$ cat src/hw/core_pkg.sv
package core_pkg;

    // Major opcodes handled by this slice
    typedef enum logic [6:0] {
        OPC_OP     = 7'b0110011,
        OPC_OP_IMM = 7'b0010011,
        OPC_LUI    = 7'b0110111,
        OPC_AUIPC  = 7'b0010111
    } opcode_e;

    typedef enum logic [3:0] {
        ALU_ADD    = 4'd0,
        ALU_SUB    = 4'd1,
        ALU_SLL    = 4'd2,
        ALU_SLT    = 4'd3,
        ALU_SLTU   = 4'd4,
        ALU_XOR    = 4'd5,
        ALU_SRL    = 4'd6,
        ALU_SRA    = 4'd7,
        ALU_OR     = 4'd8,
        ALU_AND    = 4'd9,
        ALU_PASS_B = 4'd10  // LUI passes the immediate straight through
    } alu_op_e;

    // One decoded instruction on its way from decode to execute
    typedef struct packed {
        logic [31:0] pc;
        logic [31:0] data1;     // Value of rs1
        logic [31:0] data2;     // Value of rs2
        logic [31:0] imm;
        logic [4:0]  rd;
        alu_op_e     alu_op;
        logic        use_imm;   // Operand B comes from imm
        logic        use_pc;    // Operand A comes from pc
        logic        wr_reg_n;  // Low when the result is written back
        logic [2:0]  funct3;
    } id_ex_t;

    // Retirement record, also the register file write port
    typedef struct packed {
        logic        wr_reg_n;
        logic [4:0]  rd;
        logic [31:0] data;
        logic [31:0] pc;
    } retire_t;

endpackage

$ cat src/hw/core_slice_top.sv
`timescale 1ns/1ns

module core_slice_top
    import core_pkg::*;
#(
    parameter logic [31:0] RESET_PC = 32'h0000_0000
) (
    input  logic        clk,
    input  logic        rst_n,
    input  logic [31:0] instr,
    input  logic [31:0] pc,
    input  logic        instr_valid,
    input  logic        stall,
    output logic        hold,
    output retire_t     retire
);

    id_ex_t      dec;
    id_ex_t      ex;
    logic        interlock;
    logic [4:0]  rs1_addr;
    logic [4:0]  rs2_addr;
    logic [31:0] rs1_data;
    logic [31:0] rs2_data;

    // The source keeps instr and pc steady while this is high
    assign hold = stall || interlock;

    instr_decode u_decode (
        .instr       (instr),
        .pc          (pc),
        .instr_valid (instr_valid),
        .ex          (ex),
        .rs1_addr    (rs1_addr),
        .rs2_addr    (rs2_addr),
        .rs1_data    (rs1_data),
        .rs2_data    (rs2_data),
        .dec         (dec),
        .interlock   (interlock)
    );

    reg_file u_reg_file (
        .clk      (clk),
        .rst_n    (rst_n),
        .rs1_addr (rs1_addr),
        .rs2_addr (rs2_addr),
        .rs1_data (rs1_data),
        .rs2_data (rs2_data),
        .wr       (retire)
    );

    id_ex_regs #(
        .RESET_PC (RESET_PC)
    ) u_id_ex (
        .clk       (clk),
        .rst_n     (rst_n),
        .stall     (stall),
        .interlock (interlock),
        .dec       (dec),
        .ex        (ex)
    );

    execute_stage u_execute (
        .clk    (clk),
        .rst_n  (rst_n),
        .ex     (ex),
        .retire (retire)
    );

endmodule

$ cat src/hw/execute_stage.sv
`timescale 1ns/1ns

module execute_stage
    import core_pkg::*;
(
    input  logic    clk,
    input  logic    rst_n,
    input  id_ex_t  ex,
    output retire_t retire
);

    logic [31:0] op_a;
    logic [31:0] op_b;
    logic [4:0]  shamt;
    logic [31:0] result;
    logic        wr_reg_n_q;
    logic [4:0]  rd_q;
    logic [31:0] data_q;
    logic [31:0] pc_q;

    assign op_a  = ex.use_pc ? ex.pc : ex.data1;
    assign op_b  = ex.use_imm ? ex.imm : ex.data2;
    assign shamt = op_b[4:0];

    always_comb begin
        case (ex.alu_op)
            ALU_ADD:    result = op_a + op_b;
            ALU_SUB:    result = op_a - op_b;
            ALU_SLL:    result = op_a << shamt;
            ALU_SLT:    result = {31'd0, $signed(op_a) < $signed(op_b)};
            ALU_SLTU:   result = {31'd0, op_a < op_b};
            ALU_XOR:    result = op_a ^ op_b;
            ALU_SRL:    result = op_a >> shamt;
            ALU_SRA:    result = $unsigned($signed(op_a) >>> shamt);
            ALU_OR:     result = op_a | op_b;
            ALU_AND:    result = op_a & op_b;
            ALU_PASS_B: result = op_b;
            default:    result = 32'd0;
        endcase
    end

    always_ff @(posedge clk or negedge rst_n) begin
        if (!rst_n) begin
            wr_reg_n_q <= 1'b1;
        end else begin
            wr_reg_n_q <= ex.wr_reg_n;  // Never stalls, a bubble retires as a bubble
        end
    end

    always_ff @(posedge clk) begin
        rd_q   <= ex.rd;
        data_q <= result;
        pc_q   <= ex.pc;
    end

    assign retire = '{
        wr_reg_n: wr_reg_n_q,
        rd:       rd_q,
        data:     data_q,
        pc:       pc_q
    };

    // A live instruction must never write an unknown value back
    live_result_known: assert property (
        @(posedge clk) disable iff (!rst_n)
        !ex.wr_reg_n |-> !$isunknown(result)
    ) else $error("live instruction in EX has an unknown result");

endmodule

$ cat src/hw/id_ex_regs.sv
`timescale 1ns/1ns

module id_ex_regs
    import core_pkg::*;
#(
    parameter logic [31:0] RESET_PC = 32'h0000_0000
) (
    input  logic   clk,
    input  logic   rst_n,
    input  logic   stall,
    input  logic   interlock,
    input  id_ex_t dec,
    output id_ex_t ex
);

    logic freeze;

    assign freeze = stall || interlock;

    always_ff @(posedge clk or negedge rst_n) begin
        if (!rst_n) begin
            ex <= '{
                pc:       RESET_PC,
                data1:    32'd0,
                data2:    32'd0,
                imm:      32'd0,
                rd:       5'd0,
                alu_op:   ALU_ADD,
                use_imm:  1'b0,
                use_pc:   1'b0,
                wr_reg_n: 1'b1,
                funct3:   3'd0
            };
        end else if (freeze) begin
            // Contents stay, but the held copy must not retire a second time
            ex.wr_reg_n <= 1'b1;
        end else begin
            ex <= dec;
        end
    end

    // A held entry is a bubble, so the interlock it caused clears next cycle
    interlock_one_cycle: assert property (
        @(posedge clk) disable iff (!rst_n)
        interlock |=> !interlock
    ) else $error("interlock lasted more than one cycle");

endmodule

$ cat src/hw/instr_decode.sv
`timescale 1ns/1ns

module instr_decode
    import core_pkg::*;
(
    input  logic [31:0] instr,
    input  logic [31:0] pc,
    input  logic        instr_valid,
    input  id_ex_t      ex,
    output logic [4:0]  rs1_addr,
    output logic [4:0]  rs2_addr,
    input  logic [31:0] rs1_data,
    input  logic [31:0] rs2_data,
    output id_ex_t      dec,
    output logic        interlock
);

    logic [4:0]  rd;
    logic [2:0]  funct3;
    logic [31:0] imm_i;
    logic [31:0] imm_u;
    logic [31:0] imm;
    alu_op_e     alu_op;
    logic        use_imm;
    logic        use_pc;
    logic        use_rs1;
    logic        use_rs2;
    logic        writes;
    logic        hit_rs1;
    logic        hit_rs2;

    // Shared funct3 map of OP and OP_IMM, SUB exists only in the register form
    function automatic alu_op_e funct_to_alu(input logic [2:0] f3, input logic alt,
                                             input logic reg_form);
        alu_op_e op;
        case (f3)
            3'b000:  op = (alt && reg_form) ? ALU_SUB : ALU_ADD;
            3'b001:  op = ALU_SLL;
            3'b010:  op = ALU_SLT;
            3'b011:  op = ALU_SLTU;
            3'b100:  op = ALU_XOR;
            3'b101:  op = alt ? ALU_SRA : ALU_SRL;
            3'b110:  op = ALU_OR;
            default: op = ALU_AND;
        endcase
        return op;
    endfunction

    assign rs1_addr = instr[19:15];
    assign rs2_addr = instr[24:20];
    assign rd       = instr[11:7];
    assign funct3   = instr[14:12];
    assign imm_i    = {{20{instr[31]}}, instr[31:20]};
    assign imm_u    = {instr[31:12], 12'd0};

    always_comb begin
        alu_op  = ALU_ADD;
        imm     = 32'd0;
        use_imm = 1'b0;
        use_pc  = 1'b0;
        use_rs1 = 1'b0;
        use_rs2 = 1'b0;
        writes  = 1'b0;
        case (opcode_e'(instr[6:0]))
            OPC_OP: begin
                alu_op  = funct_to_alu(funct3, instr[30], 1'b1);
                use_rs1 = 1'b1;
                use_rs2 = 1'b1;
                writes  = 1'b1;
            end
            OPC_OP_IMM: begin
                alu_op  = funct_to_alu(funct3, instr[30], 1'b0);
                imm     = imm_i;  // Shifts only look at the low five bits
                use_imm = 1'b1;
                use_rs1 = 1'b1;
                writes  = 1'b1;
            end
            OPC_LUI: begin
                alu_op  = ALU_PASS_B;
                imm     = imm_u;
                use_imm = 1'b1;
                writes  = 1'b1;
            end
            OPC_AUIPC: begin
                imm     = imm_u;
                use_imm = 1'b1;
                use_pc  = 1'b1;
                writes  = 1'b1;
            end
            default: writes = 1'b0;  // Anything else travels as a bubble
        endcase
    end

    assign dec = '{
        pc:       pc,
        data1:    rs1_data,
        data2:    rs2_data,
        imm:      imm,
        rd:       rd,
        alu_op:   alu_op,
        use_imm:  use_imm,
        use_pc:   use_pc,
        wr_reg_n: !(instr_valid && writes && (rd != 5'd0)),
        funct3:   funct3
    };

    // The producer in EX has not reached the register file yet
    assign hit_rs1   = use_rs1 && (rs1_addr == ex.rd);
    assign hit_rs2   = use_rs2 && (rs2_addr == ex.rd);
    assign interlock = instr_valid && !ex.wr_reg_n && (hit_rs1 || hit_rs2);

    // A live producer in EX never targets x0
    interlock_not_on_x0: assert final (!interlock || (ex.rd != 5'd0))
        else $error("interlock raised against x0");

endmodule

$ cat src/hw/reg_file.sv
`timescale 1ns/1ns

module reg_file
    import core_pkg::*;
(
    input  logic        clk,
    input  logic        rst_n,
    input  logic [4:0]  rs1_addr,
    input  logic [4:0]  rs2_addr,
    output logic [31:0] rs1_data,
    output logic [31:0] rs2_data,
    input  retire_t     wr
);

    logic [31:0] regs [1:31];  // x0 has no storage
    logic        wr_en;

    assign wr_en = !wr.wr_reg_n && (wr.rd != 5'd0);

    always_ff @(posedge clk or negedge rst_n) begin
        if (!rst_n) begin
            for (int i = 1; i < 32; i++) begin
                regs[i] <= 32'd0;
            end
        end else if (wr_en) begin
            regs[wr.rd] <= wr.data;
        end
    end

    // Write-through lets decode see the instruction retiring this cycle
    assign rs1_data = (rs1_addr == 5'd0) ? 32'd0 :
                      (wr_en && (wr.rd == rs1_addr)) ? wr.data : regs[rs1_addr];
    assign rs2_data = (rs2_addr == 5'd0) ? 32'd0 :
                      (wr_en && (wr.rd == rs2_addr)) ? wr.data : regs[rs2_addr];

    // Decode never asks for a write to x0
    no_x0_write: assert property (
        @(posedge clk) disable iff (!rst_n)
        !wr.wr_reg_n |-> (wr.rd != 5'd0)
    ) else $error("write attempted to x0");

endmodule

$ cat config.mk
export PLATFORM = sky130hd
export DESIGN_NAME = core_slice_top
export DESIGN_NICKNAME = d
export VERILOG_FILES = /design/src/hw/core_pkg.sv /design/src/hw/core_slice_top.sv /design/src/hw/execute_stage.sv /design/src/hw/id_ex_regs.sv /design/src/hw/instr_decode.sv /design/src/hw/reg_file.sv
export SDC_FILE = /design/constraint.sdc
export NUM_CORES = 2
export LEC_CHECK = 0
export BUFFER_PORTS_ARGS = -buffer_cell sky130_fd_sc_hd__buf_4
export CORE_ASPECT_RATIO = 1.25
export CORE_MARGIN = 2
export CORE_UTILIZATION = 45
export DETAILED_ROUTE_END_ITERATION = 8
export PLACE_DENSITY = 0.7
export SYNTH_ARGS = -nofsm -noshare
export SYNTH_HDL_FRONTEND = slang
export SYNTH_SLANG_ARGS = --single-unit
$ cat constraint.sdc
create_clock -name clk -period 10.25 [get_ports clk]
set_input_delay 0 -clock clk [delete_from_list [all_inputs] [get_ports clk]]
set_output_delay 0 -clock clk [all_outputs]
set_load 0.005 [all_outputs]
# ---- Word-level counts from Yosys, hierarchy flattened
# Cells that the tools add are included.
# Widths: inputs -> output; s select.
dict set report totals {
  output_inout_bits 71
  inputBits 68
  regBits 1202
  word_cells 138
}
dict set report classes {
  eq_ne 24
  n_shift 3
  n_bitwise 6
  addsub 2
  n_lt_le_gt_ge 6
  n_mux 28
  n_reduce_logical 25
}
# operator n
set op_table {}
lappend op_table {{$bwmux 992} 1}
lappend op_table {{$mux 32} 11}
lappend op_table {{$pmux 32 s11} 1}
lappend op_table {{$bmux 32 s5} 2}
lappend op_table {{$demux 32 s5} 1}
lappend op_table {{$lt 32x32->1} 2}
lappend op_table {{$pmux 32 s2} 1}
lappend op_table {{$pmux 4 s7} 2}
lappend op_table {{$add 32x32->32} 1}
lappend op_table {{$and 32x32->32} 1}
lappend op_table {{$or 32x32->32} 1}
lappend op_table {{$shl 32x5->32} 1}
lappend op_table {{$shr 32x5->32} 1}
lappend op_table {{$sshr 32x5->32} 1}
lappend op_table {{$sub 32x32->32} 1}
lappend op_table {{$xor 32x32->32} 1}
lappend op_table {{$eq 5x5->1} 4}
lappend op_table {{$ge 6x6->1 const B} 3}
lappend op_table {{$not 5->6} 3}
lappend op_table {{$eq 4x3->1 const B} 4}
lappend op_table {{$eq 7x5->1 const B} 2}
lappend op_table {{$eq 7x6->1 const B} 2}
lappend op_table {{$eq 4x4->1 const B} 3}
lappend op_table {{$pmux 4 s3} 1}
lappend op_table {{17 further kinds} 43}

# ---- Depth between registers and ports, before layout
dict set report logic_depth {
  ltp_word 8
  mapped_depth 18
  depth_no_buf 14
}

# ---- Modules after synthesis
# A second synthesis with hierarchy kept.
dict set report hier_totals {
  cells_unflattened 5754
  area_unflattened_um2 71243.3
}
# module area_per_inst_um2 cells_per_inst seq_area_each_um2 instances
set modules_own_cells {}
lappend modules_own_cells {reg_file 53314.9 3716 24823.8 1}
lappend modules_own_cells {execute_stage 11162.0 1536 1407.6 1}
lappend modules_own_cells {id_ex_regs 5322.6 302 3579.7 1}
lappend modules_own_cells {instr_decode 1437.6 199 0.0 1}
lappend modules_own_cells {core_slice_top 6.3 1 0.0 1}

# ---- Least setup slack after synthesis
# Ideal clock, no wire load.
dict set report synth_timing {
  kind {reg-to-reg}
  start {register, netlist name u_id_ex.ex[5]}
  end {register u_execute.data_q[0]}
  path_stages_with_launch 16
  t_arrival_ns 4.193
  setup_time_ns 0.140
  slack_ns 5.917
  period_less_slack_ns 4.333
  path_cell_list {dfrtp_1 -> buf_6 -> mux2i_1 -> clkbuf_1 -> buf_1 -> clkbuf_1 -> ha_1 -> or2_2 -> a221oi_1 -> a21oi_1 -> a31o_2 -> o221ai_1 -> a311o_1 -> a21oi_1 -> o311ai_0 -> nand4_1}
}
dict set report synth_via {
  elab_chain_len 3
  elab_cells_between_ends 12
  classes_between {add/sub: 2; order compare: 2; shift: 3; mux: 2; bitwise: 3}
}
# item line_no
set synth_lines {}
lappend synth_lines {{$mux 32 (*)} execute_stage.sv:22} ;# assign op_b = ex.use_imm ? ex.imm : ex.data2;
lappend synth_lines {{$sub 32x32->32, or another cell as far along} execute_stage.sv:28} ;# ALU_SUB: result = op_a - op_b;
lappend synth_lines {{$pmux 32 s11 (*)} execute_stage.sv:26} ;# case (ex.alu_op)
lappend synth_lines {{end signal: assignment} execute_stage.sv:52} ;# data_q <= result;
lappend synth_lines {{end: declaration} execute_stage.sv:18} ;# logic [31:0] data_q;
# Every way passes the cells marked *; elsewhere a longest branch is shown, timed or not.
# A chain may end at the register's enable or synchronous reset.

# ---- Worst setup path after layout
dict set report layout_timing {
  start {register, netlist name u_id_ex.ex[5]}
  end {register u_execute.data_q[0]}
}
dict set report layout_via {
  elab_chain_len 3
  elab_cells_between_ends 12
  classes_between {add/sub: 2; order compare: 2; shift: 3; mux: 2; bitwise: 3}
}
# item line_no
set layout_lines {}
lappend layout_lines {{$mux 32 (*)} execute_stage.sv:22}
lappend layout_lines {{$sub 32x32->32, or another cell as far along} execute_stage.sv:28}
lappend layout_lines {{$pmux 32 s11 (*)} execute_stage.sv:26}
# Marked as above.

==> results.cfg <==
[outcome]
status = finished, final reports clean

[route]
wl_met2_mm = 114.2
wl_met3_mm = 19.04
drc = 0
final_antenna_net_count = 0
finalWirelength_mm = 237.4
drt_pre_antenna_iters = 6
wl_per_cell_um = 32.09
drtIter0Drc = 5014
top_layer = met5
vias = 49100
drt-met1-wl_mm = 89.13
viasPerCell = 6.636

[sta]
max_freq_mhz = 180.1
setup_violations = 0
finalCriticalPeriod_ns = 5.553
clock-skew-final_ns = 0.04187
hold_ws_ns = 0.01939
tns_ns = 0
slew_headroom = 0.04438
post-route-period-util = 0.5418
hold_viol_final = 0
worst_pin_slew_ns = 1.433
rsz0062_at_grt = no
drv_slew = 0

[cts]
cts_buffers = 120
cts_tree = yes
ctsHtreeMaxLevel = 3
clk_pin_slew_ns = 0.06
clock_sinks = 1202
clock_latency_ns = 0.79
cts_buffer_depth = 3
clockRootBuffer = clkbuf_16

[logic_synthesis]
synth_cell_types = 89
syn_area_sq_um = 69540
async_flop_share = 0.9426
seq_area_frac_synth = 0.4276
synth_nets = 5431
synth.avg_cell_area_sq_um = 13.21
synth_edf_count = 0
synth_ff_type = dfrtp_1
ys_warn_count = 0
netlist_instances = 5264
ys_ff_latch = 1202

[setup_path]
crit_path_frequent_cell = a21oi_1
regToRegStartpoint = u_id_ex.ex[5]
reg2reg_to = u_execute.data_q[0]
critPathCaptureType = register
critPathKind = reg2reg
crit_slowest_cell = dfrtp_2
critPathRequiredTime_ns = 10.85
slowest_delay_ns = 0.67
crit_fanout = 32
critical_path.top_delay_family = compound AO/OA/AOI/OAI gates
ff2ff_setup_slack_ns = 4.70
arrival_ns = 6.16
r2r_cells = 13
crit_chain = buf_4 -> mux2i_4 -> inv_4 -> fa_1 -> or2_2 -> a221oi_1 -> a21oi_1 -> a31o_2 -> o221ai_1 -> a311o_1 -> a21oi_1 -> o311ai_0 -> nand4_1
start_kind = register
path_buf_inv = 2

[cells_and_area]
most-common-layout-cells = mux2_2, dfrtp_1, mux4_2
syn_to_final_growth_pct = 11.77
final_net_count = 5424
nFillCells = 12910
finish.utilization = 0.5057
drive_above_1_share = 0.4248
final_common_cell = mux2_2

[floorplan]
start_util = 0.4525
die_w_um = 355.6
die_h_um = 443.5
die_area_sq_um = 157700
io_pins = 139
coreArea_sq_um = 153700
rows = 161

[place]
hpwl_mm = 152.9
port_buffers = 138
gp_congestion = 1.076

[grt]
grt_max_degree = 179
antenna_found_initial = 11
grt_overflow = 0
grt_pass1_wl_mm = 348.8
grt_pass1_vias = 50550
grt_usage = 0.3000

[hold_path]
hp-class = in2reg
hold_path_depth = 3
hp-start = pc[12]
whs_endpoint = u_id_ex.ex[123]

[power]
total_leakage_power_nw = 35.13
powerDensity_nw_per_um2 = 130.7
ir_worst_vdd_mv = 0.1339

[job]
max_cap_viol_count = 0
## worst reg2reg max path, stage by stage, from the launching register on
cell      delay (ns)
dfrtp_2         0.67
buf_4           0.46
mux2i_4         0.62
inv_4           0.36
fa_1            0.52
or2_2           0.31
a221oi_1        0.35
a21oi_1         0.22
a31o_2          0.30
o221ai_1        0.62
a311o_1         0.39
a21oi_1         0.10
o311ai_0        0.34
nand4_1         0.13
## registers in the layout, indices dropped and copies added (netlist names)
name,count
u_execute.wr_reg_n_q,1
u_id_ex.ex,140
u_execute.data_q,32
u_execute.pc_q,32
u_reg_file.regs,992
u_execute.rd_q,5
## per-layer routing
| layer | track usage | up-vias |
|---|---|---|
| met3 | 0.06351 | 662 |
| met5 | 0 | - |
| met1 | 0.3743 | 25960 |
| li1 | - | 20110 |
| met4 | 0.1701 | 12 |
| met2 | 0.4843 | 2346 |
## timing repair
action / 4_1_cts / 5_1_grt
hold buffers: 105 / 0
resized for setup: 0 / 0
buffers inserted: 0 / 0
endpoints found under the hold margin: 311 / 0
## area by class of cell
| type | instances | area, sq um | area share |
|---|---|---|---|
| well taps | 2037 | 2549 | 0.03279 |
| clock inverters | 44 | 610.6 | 0.007856 |
| clock buffers | 179 | 3571 | 0.04594 |
| flip-flops and latches | 1202 | 29740 | 0.3826 |
| repair buffers | 378 | 3226 | 0.04150 |
| inverters | 107 | 404.1 | 0.005199 |
| multi-input cells | 3448 | 37620 | 0.4840 |
| diodes | 4 | 10.01 | 0.0001288 |
## metrics by stage
stage	cell area [sq um]	std cells	power (W)	setup WS, ns
3_3_place_gp	72470	7067	0.005534	4.896
5_1_grt	77720	7395	0.01044	4.489
2_1_floorplan	69540	5264	0.005218	5.917
3_5_place_dp	72470	7067	0.005536	4.830
4_1_cts	77720	7395	0.01022	4.803
6_report	77730	7399	0.01016	4.697
## cell families after synthesis
kind of cell	after synthesis	share of synthesized area
multiplexers	1943	0.4035
buffers and inverters	614	0.03498
flip-flops	1202	0.4276
AND/OR/NAND/NOR	602	0.03784
adder cells (fa/ha/maj)	99	0.01803
XOR/XNOR	26	0.003274
AO/OA/AOI/OAI	778	0.07479
## how the worst max path moves through the flow
| stage | startpoint | endpoint | slack [ns] | cells past startpoint |
|---|---|---|---|---|
| 2_1_floorplan | u_id_ex.ex[5] | u_execute.data_q[0] | 5.92 | 15 |
| 3_3_place_gp | u_id_ex.ex[5] | u_execute.data_q[0] | 4.90 | 13 |
| 3_5_place_dp | u_id_ex.ex[5] | u_execute.data_q[0] | 4.83 | 13 |
| 4_1_cts | u_id_ex.ex[5] | u_execute.data_q[0] | 4.80 | 13 |
| 5_1_grt | u_id_ex.ex[5] | u_execute.data_q[0] | 4.49 | 13 |
| 6_report | u_id_ex.ex[5] | u_execute.data_q[0] | 4.70 | 13 |
## where the power goes
group / switching (W) / internal [W]
sequential: 0.0000527 / 0.00478
clock: 0.00201 / 0.00267
combinational: 0.000421 / 0.000229
## cells in the mapped netlist, drive strengths merged (26+ instances only)
cell type	number	area (sq um)
a211oi	33	247.7
a21oi	180	900.9
a221oi	26	227.7
a22o	94	823.3
buf	212	920.9
clkbuf	295	1107
dfrtp	1131	28300
dfxtp	69	1381
ha	97	1214
inv	106	400.4
mux2	1168	13160
mux2i	207	2113
mux4	568	12790
nand2	260	975.9
nor2	175	659.4
nor3	43	215.2
o21ai	189	945.9
o221ai	27	242.7
o22ai	32	200.2
(Power assumes the default switching activity.)
